[src/common/ex_isa_pkg.sv]
package ex_isa_pkg;

    // execute-stage operation select, one word per op
    typedef enum logic [3:0] {
        ALU_ADD   = 4'd0,
        ALU_SUB   = 4'd1,
        ALU_SLT   = 4'd2,
        ALU_SLTU  = 4'd3,
        ALU_AND   = 4'd4,
        ALU_OR    = 4'd5,
        ALU_NOR   = 4'd6,
        ALU_XOR   = 4'd7,
        ALU_SLL   = 4'd8,
        ALU_SRL   = 4'd9,
        ALU_SRA   = 4'd10,
        ALU_LU12I = 4'd11,   // result is src2, decode supplies imm << 12
        ALU_MUL   = 4'd12,   // low word of product
        ALU_MULH  = 4'd13,   // signed high word
        ALU_MULHU = 4'd14    // unsigned high word
    } alu_op_e;

    // same encoding as data_sram_size
    typedef enum logic [1:0] {
        SIZE_BYTE = 2'd0,
        SIZE_HALF = 2'd1,
        SIZE_WORD = 2'd2
    } mem_size_e;

endpackage

[src/common/ex_bus_pkg.sv]
package ex_bus_pkg;

    localparam int WORD_W  = 32;
    localparam int RF_AW   = 5;
    localparam int STRB_W  = WORD_W / 8;

    // data word or virtual address
    typedef logic [WORD_W-1:0]   word_t;

    // register file write address
    typedef logic [RF_AW-1:0]    rf_addr_t;

    // one bit per byte lane
    typedef logic [STRB_W-1:0]   wstrb_t;

    // full multiplier product
    typedef logic [2*WORD_W-1:0] dword_t;

endpackage

[src/alu/alu.sv]
`timescale 1ns/1ps

module alu #(
    parameter int MUL_BITS_PER_CYCLE = 4
) (
    input  logic                clk,
    input  logic                resetn,
    input  logic                start,
    input  ex_isa_pkg::alu_op_e alu_op,
    input  ex_bus_pkg::word_t   src1,
    input  ex_bus_pkg::word_t   src2,
    output ex_bus_pkg::word_t   alu_result,
    output logic                complete
);

    localparam int STEPS = 32 / MUL_BITS_PER_CYCLE;
    localparam int CNT_W = $clog2(STEPS) + 1;

    logic                          is_sub;
    ex_bus_pkg::word_t             adder_b;
    logic [32:0]                   add_sum;
    logic                          slt_res;
    logic                          is_mul;
    logic                          mul_signed;
    ex_bus_pkg::dword_t            acc;
    ex_bus_pkg::dword_t            mcand;
    ex_bus_pkg::word_t             mplier;
    logic [CNT_W-1:0]              cnt;
    logic                          mul_done;
    ex_bus_pkg::dword_t            cur_mcand;
    ex_bus_pkg::word_t             cur_mplier;
    ex_bus_pkg::dword_t            acc_base;
    logic [MUL_BITS_PER_CYCLE-1:0] chunk;
    logic                          last_step;
    ex_bus_pkg::dword_t            pp;

    if (MUL_BITS_PER_CYCLE != 1 && MUL_BITS_PER_CYCLE != 2 &&
        MUL_BITS_PER_CYCLE != 4 && MUL_BITS_PER_CYCLE != 8) begin : g_bad_param
        $error("alu: MUL_BITS_PER_CYCLE must be 1, 2, 4 or 8");
    end

    // shared adder for add/sub/compare
    assign is_sub  = alu_op inside {ex_isa_pkg::ALU_SUB, ex_isa_pkg::ALU_SLT,
                                    ex_isa_pkg::ALU_SLTU};
    assign adder_b = is_sub ? ~src2 : src2;
    assign add_sum = {1'b0, src1} + {1'b0, adder_b} + {32'd0, is_sub};
    assign slt_res = (src1[31] & ~src2[31]) | (~(src1[31] ^ src2[31]) & add_sum[31]);

    always_comb begin
        case (alu_op)
            ex_isa_pkg::ALU_ADD,
            ex_isa_pkg::ALU_SUB:   alu_result = add_sum[31:0];
            ex_isa_pkg::ALU_SLT:   alu_result = {31'd0, slt_res};
            ex_isa_pkg::ALU_SLTU:  alu_result = {31'd0, ~add_sum[32]};  // borrow out
            ex_isa_pkg::ALU_AND:   alu_result = src1 & src2;
            ex_isa_pkg::ALU_OR:    alu_result = src1 | src2;
            ex_isa_pkg::ALU_NOR:   alu_result = ~(src1 | src2);
            ex_isa_pkg::ALU_XOR:   alu_result = src1 ^ src2;
            ex_isa_pkg::ALU_SLL:   alu_result = src1 << src2[4:0];
            ex_isa_pkg::ALU_SRL:   alu_result = src1 >> src2[4:0];
            ex_isa_pkg::ALU_SRA:   alu_result = $signed(src1) >>> src2[4:0];
            ex_isa_pkg::ALU_LU12I: alu_result = src2;
            ex_isa_pkg::ALU_MUL:   alu_result = acc[31:0];
            ex_isa_pkg::ALU_MULH,
            ex_isa_pkg::ALU_MULHU: alu_result = acc[63:32];
            default:               alu_result = '0;
        endcase
    end

    assign is_mul     = alu_op inside {ex_isa_pkg::ALU_MUL, ex_isa_pkg::ALU_MULH,
                                       ex_isa_pkg::ALU_MULHU};
    assign mul_signed = (alu_op == ex_isa_pkg::ALU_MULH);

    // first step works straight from the operands
    assign cur_mcand  = start ? {{32{mul_signed & src1[31]}}, src1} : mcand;
    assign cur_mplier = start ? src2 : mplier;
    assign acc_base   = start ? ex_bus_pkg::dword_t'(0) : acc;
    assign chunk      = cur_mplier[MUL_BITS_PER_CYCLE-1:0];
    assign last_step  = start ? (STEPS == 1) : (cnt == CNT_W'(1));

    always_comb begin
        pp = cur_mcand * ex_bus_pkg::dword_t'(chunk);
        // top bit of src2 carries negative weight for mulh
        if (mul_signed && last_step && chunk[MUL_BITS_PER_CYCLE-1]) begin
            pp = pp - (cur_mcand << MUL_BITS_PER_CYCLE);
        end
    end

    always_ff @(posedge clk) begin
        if (start || cnt != '0) begin
            acc    <= acc_base + pp;
            mcand  <= cur_mcand << MUL_BITS_PER_CYCLE;
            mplier <= cur_mplier >> MUL_BITS_PER_CYCLE;
        end
    end

    always_ff @(posedge clk) begin
        if (!resetn) begin
            cnt      <= '0;
            mul_done <= 1'b0;
        end else if (start) begin
            cnt      <= CNT_W'(STEPS - 1);
            mul_done <= (STEPS == 1);
        end else if (cnt != '0) begin
            cnt      <= cnt - 1'b1;
            mul_done <= (cnt == CNT_W'(1));  // last chunk retired
        end
    end

    assign complete = is_mul ? (mul_done & ~start) : 1'b1;

    // result may only be withdrawn by a new load
    a_complete_held: assert property (@(posedge clk) disable iff (!resetn)
        $fell(complete) |-> start)
        else $error("alu: complete dropped without start");

endmodule

[src/logic/agu.sv]
`timescale 1ns/1ps

module agu (
    input  ex_bus_pkg::word_t     src1,
    input  ex_bus_pkg::word_t     src2,
    input  ex_bus_pkg::word_t     rkd_value,
    input  ex_isa_pkg::mem_size_e mem_size,
    input  logic                  mem_access,
    output ex_bus_pkg::word_t     vaddr,
    output ex_bus_pkg::wstrb_t    wstrb,
    output ex_bus_pkg::word_t     wdata,
    output logic                  ale
);

    logic [1:0] offset;
    logic       half_mis;
    logic       word_mis;

    // own adder so the address does not wait on the alu mux
    assign vaddr  = src1 + src2;
    assign offset = vaddr[1:0];

    always_comb begin
        case (mem_size)
            ex_isa_pkg::SIZE_BYTE: begin
                wdata = {4{rkd_value[7:0]}};    // byte in every lane
                wstrb = 4'b0001 << offset;
            end
            ex_isa_pkg::SIZE_HALF: begin
                wdata = {2{rkd_value[15:0]}};
                wstrb = offset[1] ? 4'b1100 : 4'b0011;
            end
            ex_isa_pkg::SIZE_WORD: begin
                wdata = rkd_value;
                wstrb = 4'b1111;
            end
            default: begin
                wdata = rkd_value;
                wstrb = 4'b0000;                // unused size code
            end
        endcase
    end

    assign half_mis = (mem_size == ex_isa_pkg::SIZE_HALF) & offset[0];
    assign word_mis = (mem_size == ex_isa_pkg::SIZE_WORD) & (|offset);
    assign ale      = mem_access & (half_mis | word_mis);

endmodule

[src/logic/ex_pipe_ctrl.sv]
`timescale 1ns/1ps

module ex_pipe_ctrl (
    input  logic                  clk,
    input  logic                  resetn,
    // from decode
    input  logic                  id_to_ex_valid,
    output logic                  ex_allowin,
    input  ex_bus_pkg::word_t     pc,
    input  ex_isa_pkg::alu_op_e   alu_op,
    input  ex_bus_pkg::word_t     src1,
    input  ex_bus_pkg::word_t     src2,
    input  ex_bus_pkg::word_t     rkd_value,
    input  logic                  rf_we,
    input  ex_bus_pkg::rf_addr_t  rf_waddr,
    input  logic                  mem_re,
    input  logic                  mem_we,
    input  ex_isa_pkg::mem_size_e mem_size,
    input  logic                  mem_unsigned,
    input  logic                  flush,
    // to memory stage
    input  logic                  mem_allowin,
    output logic                  ex_to_mem_valid,
    output ex_bus_pkg::word_t     ex_pc,
    output ex_bus_pkg::word_t     ex_result,
    output logic                  ex_rf_we,
    output ex_bus_pkg::rf_addr_t  ex_rf_waddr,
    output logic                  ex_res_from_mem,
    output logic                  ex_mem_unsigned,
    output logic [1:0]            ex_byte_offset,
    output logic                  ex_excep_ale,
    // data sram
    output logic                  data_sram_req,
    output logic                  data_sram_wr,
    output logic [1:0]            data_sram_size,
    output ex_bus_pkg::wstrb_t    data_sram_wstrb,
    output ex_bus_pkg::word_t     data_sram_addr,
    output ex_bus_pkg::word_t     data_sram_wdata,
    input  logic                  data_sram_addr_ok,
    // alu and agu
    output logic                  alu_start,
    output ex_isa_pkg::alu_op_e   lat_alu_op,
    output ex_bus_pkg::word_t     lat_src1,
    output ex_bus_pkg::word_t     lat_src2,
    output ex_bus_pkg::word_t     lat_rkd_value,
    output ex_isa_pkg::mem_size_e lat_mem_size,
    output logic                  lat_mem_access,
    input  ex_bus_pkg::word_t     alu_result,
    input  logic                  complete,
    input  ex_bus_pkg::word_t     vaddr,
    input  ex_bus_pkg::wstrb_t    wstrb,
    input  ex_bus_pkg::word_t     wdata,
    input  logic                  ale
);

    logic                 ex_valid;
    logic                 load;
    logic                 mem_req;
    logic                 ready_go;
    ex_bus_pkg::word_t    lat_pc;
    ex_bus_pkg::rf_addr_t lat_rf_waddr;
    logic                 lat_rf_we;
    logic                 lat_mem_re;
    logic                 lat_mem_we;
    logic                 lat_mem_unsigned;

    assign load = id_to_ex_valid & ex_allowin & ~flush;  // flushed transfer is dropped

    always_ff @(posedge clk) begin
        if (!resetn) begin
            ex_valid   <= 1'b0;
            alu_start  <= 1'b0;
            lat_alu_op <= ex_isa_pkg::ALU_ADD;
            lat_rf_we  <= 1'b0;
            lat_mem_re <= 1'b0;
            lat_mem_we <= 1'b0;
        end else begin
            alu_start <= load;                            // one cycle, first valid cycle
            if (flush) begin
                ex_valid <= 1'b0;
            end else if (ex_allowin) begin
                ex_valid <= id_to_ex_valid;
            end
            if (load) begin
                lat_alu_op <= alu_op;
                lat_rf_we  <= rf_we;
                lat_mem_re <= mem_re;
                lat_mem_we <= mem_we;
            end
        end
    end

    // operands and payload
    always_ff @(posedge clk) begin
        if (load) begin
            lat_pc           <= pc;
            lat_src1         <= src1;
            lat_src2         <= src2;
            lat_rkd_value    <= rkd_value;
            lat_rf_waddr     <= rf_waddr;
            lat_mem_size     <= mem_size;
            lat_mem_unsigned <= mem_unsigned;
        end
    end

    assign lat_mem_access = lat_mem_re | lat_mem_we;

    // ale and flush kill the access before it reaches the sram
    assign mem_req  = ex_valid & lat_mem_access & ~ale & ~flush;
    assign ready_go = complete & (~mem_req | data_sram_addr_ok);

    assign ex_allowin      = ~ex_valid | (ready_go & mem_allowin);
    assign ex_to_mem_valid = ex_valid & ready_go & ~flush;

    assign data_sram_req   = mem_req & mem_allowin;          // withdrawn under back-pressure
    assign data_sram_wr    = lat_mem_we;
    assign data_sram_size  = lat_mem_size;
    assign data_sram_wstrb = {4{lat_mem_we}} & wstrb;
    assign data_sram_addr  = vaddr;
    assign data_sram_wdata = wdata;

    assign ex_pc           = lat_pc;
    assign ex_result       = lat_mem_access ? vaddr : alu_result;
    assign ex_rf_we        = lat_rf_we & ex_valid;
    assign ex_rf_waddr     = lat_rf_waddr;
    assign ex_res_from_mem = lat_mem_re & ex_valid;
    assign ex_mem_unsigned = lat_mem_unsigned;
    assign ex_byte_offset  = vaddr[1:0];
    assign ex_excep_ale    = ale;

    // an outstanding request keeps its instruction in the stage
    a_req_valid: assert property (@(posedge clk) disable iff (!resetn)
        data_sram_req && !data_sram_addr_ok |=> ex_valid)
        else $error("ex_pipe_ctrl: stage emptied while sram request pending");

    a_reset_quiet: assert property (@(posedge clk)
        $rose(resetn) |-> !ex_to_mem_valid)
        else $error("ex_pipe_ctrl: hand-off right after reset");

endmodule

[src/logic/ex_stage.sv]
`timescale 1ns/1ps

module ex_stage #(
    parameter int MUL_BITS_PER_CYCLE = 4
) (
    input  logic                  clk,
    input  logic                  resetn,
    input  logic                  id_to_ex_valid,
    output logic                  ex_allowin,
    input  ex_bus_pkg::word_t     pc,
    input  ex_isa_pkg::alu_op_e   alu_op,
    input  ex_bus_pkg::word_t     src1,
    input  ex_bus_pkg::word_t     src2,
    input  ex_bus_pkg::word_t     rkd_value,
    input  logic                  rf_we,
    input  ex_bus_pkg::rf_addr_t  rf_waddr,
    input  logic                  mem_re,
    input  logic                  mem_we,
    input  ex_isa_pkg::mem_size_e mem_size,
    input  logic                  mem_unsigned,
    input  logic                  flush,
    input  logic                  mem_allowin,
    output logic                  ex_to_mem_valid,
    output ex_bus_pkg::word_t     ex_pc,
    output ex_bus_pkg::word_t     ex_result,
    output logic                  ex_rf_we,
    output ex_bus_pkg::rf_addr_t  ex_rf_waddr,
    output logic                  ex_res_from_mem,
    output logic                  ex_mem_unsigned,
    output logic [1:0]            ex_byte_offset,
    output logic                  ex_excep_ale,
    output logic                  data_sram_req,
    output logic                  data_sram_wr,
    output logic [1:0]            data_sram_size,
    output ex_bus_pkg::wstrb_t    data_sram_wstrb,
    output ex_bus_pkg::word_t     data_sram_addr,
    output ex_bus_pkg::word_t     data_sram_wdata,
    input  logic                  data_sram_addr_ok
);

    logic                  alu_start;
    ex_isa_pkg::alu_op_e   lat_alu_op;
    ex_bus_pkg::word_t     lat_src1;
    ex_bus_pkg::word_t     lat_src2;
    ex_bus_pkg::word_t     lat_rkd_value;
    ex_isa_pkg::mem_size_e lat_mem_size;
    logic                  lat_mem_access;
    ex_bus_pkg::word_t     alu_result;
    logic                  complete;
    ex_bus_pkg::word_t     vaddr;
    ex_bus_pkg::wstrb_t    wstrb;
    ex_bus_pkg::word_t     wdata;
    logic                  ale;

    ex_pipe_ctrl u_ctrl (.*);   // every port shares its name with a top port or net

    alu #(
        .MUL_BITS_PER_CYCLE (MUL_BITS_PER_CYCLE)
    ) u_alu (
        .clk        (clk),
        .resetn     (resetn),
        .start      (alu_start),
        .alu_op     (lat_alu_op),
        .src1       (lat_src1),
        .src2       (lat_src2),
        .alu_result (alu_result),
        .complete   (complete)
    );

    // address path runs beside the alu on the same operands
    agu u_agu (
        .src1       (lat_src1),
        .src2       (lat_src2),
        .rkd_value  (lat_rkd_value),
        .mem_size   (lat_mem_size),
        .mem_access (lat_mem_access),
        .vaddr      (vaddr),
        .wstrb      (wstrb),
        .wdata      (wdata),
        .ale        (ale)
    );

endmodule

[config.mk]
export PLATFORM = sky130hd
export DESIGN_NAME = ex_stage
export DESIGN_NICKNAME = d
export VERILOG_FILES = /design/src/common/ex_isa_pkg.sv /design/src/common/ex_bus_pkg.sv /design/src/alu/alu.sv /design/src/logic/agu.sv /design/src/logic/ex_pipe_ctrl.sv /design/src/logic/ex_stage.sv
export SDC_FILE = /design/constraint.sdc
export NUM_CORES = 2
export LEC_CHECK = 0
export BUFFER_PORTS_ARGS = -buffer_cell sky130_fd_sc_hd__buf_4
export CAP_MARGIN = 20
export CORE_MARGIN = 10
export CORE_UTILIZATION = 45
export CTS_BUF_LIST = sky130_fd_sc_hd__clkbuf_8
export DETAILED_ROUTE_END_ITERATION = 8
export PLACE_DENSITY = 0.66
export SLEW_MARGIN = 20
export SYNTH_ARGS = -nofsm -noshare
export SYNTH_HDL_FRONTEND = slang
export SYNTH_SLANG_ARGS = --single-unit
[constraint.sdc]
create_clock -name clk -period 10 [get_ports clk]
set_input_delay 1 -clock clk [delete_from_list [all_inputs] [get_ports clk]]
set_output_delay 1 -clock clk [all_outputs]
set_load 0.02 [all_outputs]
======== After elaboration in Yosys (flattened, before gate mapping) ========
Cells that the tools add are included.
storage, ports and cells
  register bits after elaboration ......... 302
  word-level logic and storage cells ...... 116
  input port bits ......................... 149
operators by class
  equality and inequality tests ........... 17
  mux-type cells .......................... 14
  add/sub/neg operators ................... 6
  bitwise logic cells ..................... 40
  $mul .................................... 1
  shift operators ......................... 4
  reduce and logical (&&, ||, !) cells .... 14
operators with widths
  kind                  number
  $pmux W32 S13         1
  $mux W64              3
  $add A64 B64 Y64      1
  $mul A64 B4 Y64       1
  $mux W32              2
  $not A32 Y32          2
  $pmux W32 S2          1
  $sub A64 B64 Y64      1
  $add A32 B32 Y33      1
  $add A33 B1 Y33       1
  $add A32 B32 Y32      1
  $and A32 B32 Y32      1
  $or A32 B32 Y32       1
  $shl A32 B5 Y32       1
  $shr A32 B5 Y32       1
  $sshr A32 B5 Y32      1
  $xor A32 B32 Y32      1
  $eq A4 B4 Y1 const B  7
  $mux W28              1
  $and A1 B1 Y1         19
  $eq A4 B3 Y1 const B  4
  $pmux W4 S3           1
  $reduce_or A2 Y1      5
  $not A1 Y1            9
  19 further kinds      29

======== Longest topological paths before layout ========
  word-level depth ........................ 15
  gate-level depth with buffers ........... 48
  gate-level depth less buffers ........... 42

======== Cells and area by module ========
From an unflattened synthesis, not the netlist that was laid out.
unflattened totals
  cells, all modules ...................... 4,416
  area total of the unflattened synthesis .. 36,864.1 sq um
modules (own cells, without submodules)
  module        sequential area each (sq um)  area an instance (sq um)  instances  cells each
  alu           4,664.5                       29,175.5                  1          3,809
  ex_pipe_ctrl  4,264.1                       5,460.2                   1          291
  agu           0.0                           2,228.4                   1          316

======== Worst setup path after synthesis ========
OpenSTA, ideal clock, no wires.
  path kind ............................... register to register
  from .................................... reg u_ctrl.alu_start
  to ...................................... reg u_alu.acc[63] (data pin)
  path slack .............................. 496 ps
  path buffers ............................ 5
  arrival ................................. 9,247 ps
  cell stages (with the launch flop) ...... 47
  library setup time ...................... 258 ps
  path through ............................ dfxtp_1 -> clkbuf_1 -> buf_1 -> clkbuf_1 -> mux2i_1 -> nor2_1 -> fa_1 -> inv_1 -> fa_1 -> inv_1 -> ha_1 -> a21oi_1 -> o221ai_1 -> a21oi_1 -> nand2_1 -> a21o_1 -> a21o_1 -> a21o_1 -> [11 not listed] -> nand2b_1 -> nor2b_1 -> xnor2_1 -> o21ai_1 -> ha_1 -> clkbuf_1 -> a21oi_1 -> o21ai_1 -> a2111oi_0 -> nor3b_1 -> o21ai_0 -> nand2_1 -> a41o_1 -> o21ai_1 -> o31a_1 -> o211ai_1 -> xnor3_1 -> xnor2_1
between the ends
  cells in the longest elaborated chain, start to end .. 5
  elaborated cells on any way between the ends .. 10
  classes of those cells .................. 2 x add/sub; 1 x mul; 5 x mux; 2 x reduce/logical
RTL lines
  element                                                         RTL line              source
  start, declared                                                 ex_pipe_ctrl.sv:41    output logic alu_start,
  start signal, assigned                                          ex_pipe_ctrl.sv:78    alu_start <= load;
  $mux W64 (tied with other cells)                                alu.sv:75             assign cur_mcand = start ? {{32{mul_signed & src1[31]}}, src1} : mcand;
  $mul A64 B4 Y64 / $logic_and A1 B1 Y1 (equally long branches)   alu.sv:82, alu.sv:84
  $sub A64 B64 Y64 / $logic_and A1 B1 Y1 (equally long branches)  alu.sv:85, alu.sv:84
  $mux W64                                                        alu.sv:84             if (mul_signed && last_step && chunk[MUL_BITS_PER_CYCLE-1]) begin
  $add A64 B64 Y64 (*)                                            alu.sv:91             acc <= acc_base + pp;
  end signal, assigned                                            alu.sv:91
  end, declared                                                   alu.sv:25             ex_bus_pkg::dword_t acc;
Mark *: on every way between the ends. The rest lies on a longest branch, timed or not.
A chain may end at the register's enable or synchronous reset.

======== Worst setup path after layout ========
  from .................................... reg u_ctrl.alu_start
  to ...................................... reg u_alu.acc[58] (data pin)
The elaborated chain is that of the path after synthesis.

==> summary.txt <==
Critical path
  – Reg2Reg Depth: 41
  – Critical path data required time: 10.45 ns
  – CP Data Arrival Time: 10.05 ns
  – Worst-path cell with the longest stage delay: fa_1
  – Crit path launch: u_ctrl.alu_start$_SDFF_PN0_
  – Reg-to-Reg Start: u_ctrl.alu_start$_SDFF_PN0_
  – Setup crit end kind: flip-flop
  – Largest delay share family, worst path: compound AO/OA/AOI/OAI gates
  – Critical R2R Capture: u_alu.acc[58]$_DFFE_PP_
  – Cell mode on critical path: o21ai_0
  – Worst Path Buf+Inv: 7
  – Flop2flop setup slack: 0.40 ns
  – Crit Path Class: reg -> reg
  – CP max stage delay: 0.51 ns
  – Startpoint types: flip-flop
  – Crit path max fanout: 19

Layout
  – Non-filler cells, final: 5671
  – Layout cells sized above 1: 0.157
  – Post-route cell area: 0.0411 mm²
  – Final Net Count: 5140
  – Layout area overhead: 16.7%
  – Fill cells: 7379

Floorplan
  – Row count: 102
  – Die Wd: 300 µm
  – Num ports: 298
  – DIE AREA: 0.0898 mm²
  – Core area: 0.0775 mm²
  – Die height: 300 µm
  – Initial Util: 0.455

Clock network
  – Sink Count: 302
  – Clock root buffer: clkbuf_8
  – Clock tree buffer depth: 3
  – Clock-pin slew on the worst setup and hold paths: 0.07 ns
  – Num CTS Buffers: 59
  – Htree depth: 2
  – Worst-skew pair later-pin latency: 0.73 ns
  – CTS tree: done

Synthesis
  – Yosys warnings: 0
  – Mapped Nets: 4810
  – Average size of a mapped cell: 8.29 µm²
  – Yosys cell types: 93
  – Post-synth EDFFs: 288
  – Post-Syn Area: 0.0352 mm²
  – Sequential-to-total area share from yosys stat: 0.254
  – Post-synthesis register bit count: 302
  – Post-synthesis async set-or-reset flop share: 0
  – Synth Instances: 4250
  – Ys flop type: edfxtp_1

Drt
  – Vias: 34161
  – Post-DRT Antenna Nets: 0
  – Routed vias/inst: 6.02
  – Initial DRC Count: 3740
  – DRT Pass-1 Iters: 8
  – WL final: 139000 µm
  – WL/cell: 24.5 µm
  – DR DRC count: 0

Timing
  – Endpoints failing setup: 0
  – Slew HR: 0.257
  – Fin. Hold Viols: 0
  – Max Freq: 104 MHz
  – Slew Limit Fails: 0
  – Worst slew pin tran: 1.11 ns
  – Fin crit period: 9.60 ns
  – Final period util: 0.960
  – Clock Skews: 0.0421 ns

Placement
  – Gpl congestion: 1.06
  – DP Wirelength: 111000 µm
  – Placed Cells: 5550
  – IO Port Bufs: 297
  – Placed Area: 0.0394 mm²

GRT
  – First-pass GRT wire length: 207000 µm
  – Largest net degree at the start of global routing: 99
  – Vias in the first global route: 32336
  – Initial antenna violation count: 5
  – Grt ovf: 0
  – Overall global routing resource usage: 0.297

Run status
  – Outcome: complete, no violations

Min path
  – WHS Path Cells: 1
  – Worst Hold Path EP: u_ctrl.lat_src1[28]$_DFFE_PP_
  – Worst Hold Class: in -> reg
  – Hold_sp: src1[28]

Run
  – Max-Cap Viols: 0
-- sequential cells by signal, indices dropped and copies added, names as in the netlist, 2 cells and up --
register / flops
u_alu.acc: 64
u_alu.cnt: 4
u_alu.mcand: 60
u_alu.mplier: 28
u_ctrl.data_sram_size: 2
u_ctrl.ex_pc: 32
u_ctrl.ex_rf_waddr: 5
u_ctrl.lat_alu_op: 4
u_ctrl.lat_rkd_value: 32
u_ctrl.lat_src1: 32
u_ctrl.lat_src2: 32
-- cells in the final DEF, fill, tap and decap left out, types with 33 or more instances in the layout --
master / count
buf_4: 478
nand2_1: 420
inv_1: 404
nor2_1: 398
a21oi_1: 313
edfxtp_1: 288
ha_1: 283
o21ai_0: 267
xnor2_1: 163
a21o_1: 158
fa_1: 125
mux2i_1: 117
xor2_1: 99
nor2b_1: 96
nand3_1: 72
a22oi_1: 64
o21ai_1: 60
clkbuf_8: 60
mux2_2: 58
nor3_1: 45
nand4_1: 44
a221oi_1: 42
o21bai_1: 40
o211ai_1: 37
nand2b_1: 34
a211oi_1: 33
-- per-stage QoR --
stage	setup TNS (ns)	worst slack, ns	hold slack (ns)	utilization
floorplan	0	0.496	0.445	-
global placement	0	0.0733	0.477	0.509
detailed placement	0	0.0583	0.467	0.509
CTS	0	0.163	0.422	0.526
global route	-0.0176	-0.0176	0.443	0.530
finish	0	0.403	0.469	0.530
-- metal layers --
| metal | wire length [µm] | global-route usage | vias to the layer above |
|---|---|---|---|
| met2 | 60500 | 0.454 | 1647 |
| met1 | 57100 | 0.394 | 16356 |
| li1 | - | - | 15798 |
| met5 | 25 | 0 | - |
| met3 | 14100 | 0.0710 | 356 |
| met4 | 7480 | 0.136 | 4 |
-- cells by family after synthesis --
| group | count (synthesis) | synth area share |
|---|---|---|
| AO/OA/AOI/OAI | 1266 | 0.231 |
| XOR/XNOR | 265 | 0.0663 |
| adder cells (fa/ha/maj) | 411 | 0.173 |
| buffers and inverters | 615 | 0.0672 |
| flip-flops | 302 | 0.254 |
| multiplexers | 184 | 0.0565 |
| AND/OR/NAND/NOR | 1207 | 0.153 |
-- worst max path at each step --
stage,endpoint,slack (ns),cells after the start
floorplan,u_alu.acc[63]$_DFFE_PP_,0.50,46
global placement,u_alu.acc[62]$_DFFE_PP_,0.07,39
detailed placement,u_alu.acc[62]$_DFFE_PP_,0.06,39
CTS,u_alu.acc[62]$_DFFE_PP_,0.16,39
global route,u_alu.acc[63]$_DFFE_PP_,-0.02,40
finish,u_alu.acc[58]$_DFFE_PP_,0.40,41
-- Yosys cell counts, drive strengths merged, types with 100 or more instances --
cell type / n / area share
a21oi: 323 / 0.046
mux2i: 120 / 0.034
edfxtp: 288 / 0.25
xor2: 100 / 0.025
xnor2: 164 / 0.041
clkbuf: 183 / 0.020
o21ai: 331 / 0.047
a21o: 160 / 0.034
nand2: 420 / 0.045
fa: 125 / 0.071
nor2: 402 / 0.043
inv: 395 / 0.042
ha: 286 / 0.10
-- area by class of cell --
type / instances / area (µm²) / share of cell area
inverter: 396 / 1490 / 0.0362
clock buffer: 60 / 826 / 0.0201
timing repair buffer: 488 / 3770 / 0.0918
multi-input combinational: 3333 / 24200 / 0.589
sequential: 302 / 8930 / 0.217
tap: 1040 / 1300 / 0.0317
clock inverter: 50 / 542 / 0.0132
antenna: 2 / 5.00 / 0.000122
-- repair_timing --
| action | CTS | global route |
|---|---|---|
| gates cloned | 0 | 1 |
| pin swaps | 0 | 4 |
| hold buffers | 0 | 0 |
| setup endpoints to repair | 1 | 15 |
| hold endpoints to repair | 0 | 0 |
| buffers inserted | 0 | 8 |
| resized for setup | 1 | 43 |
Power is left out: the tool's default activity adds up to more than one toggle a clock period on the data nets, which glitch-free logic cannot reach.
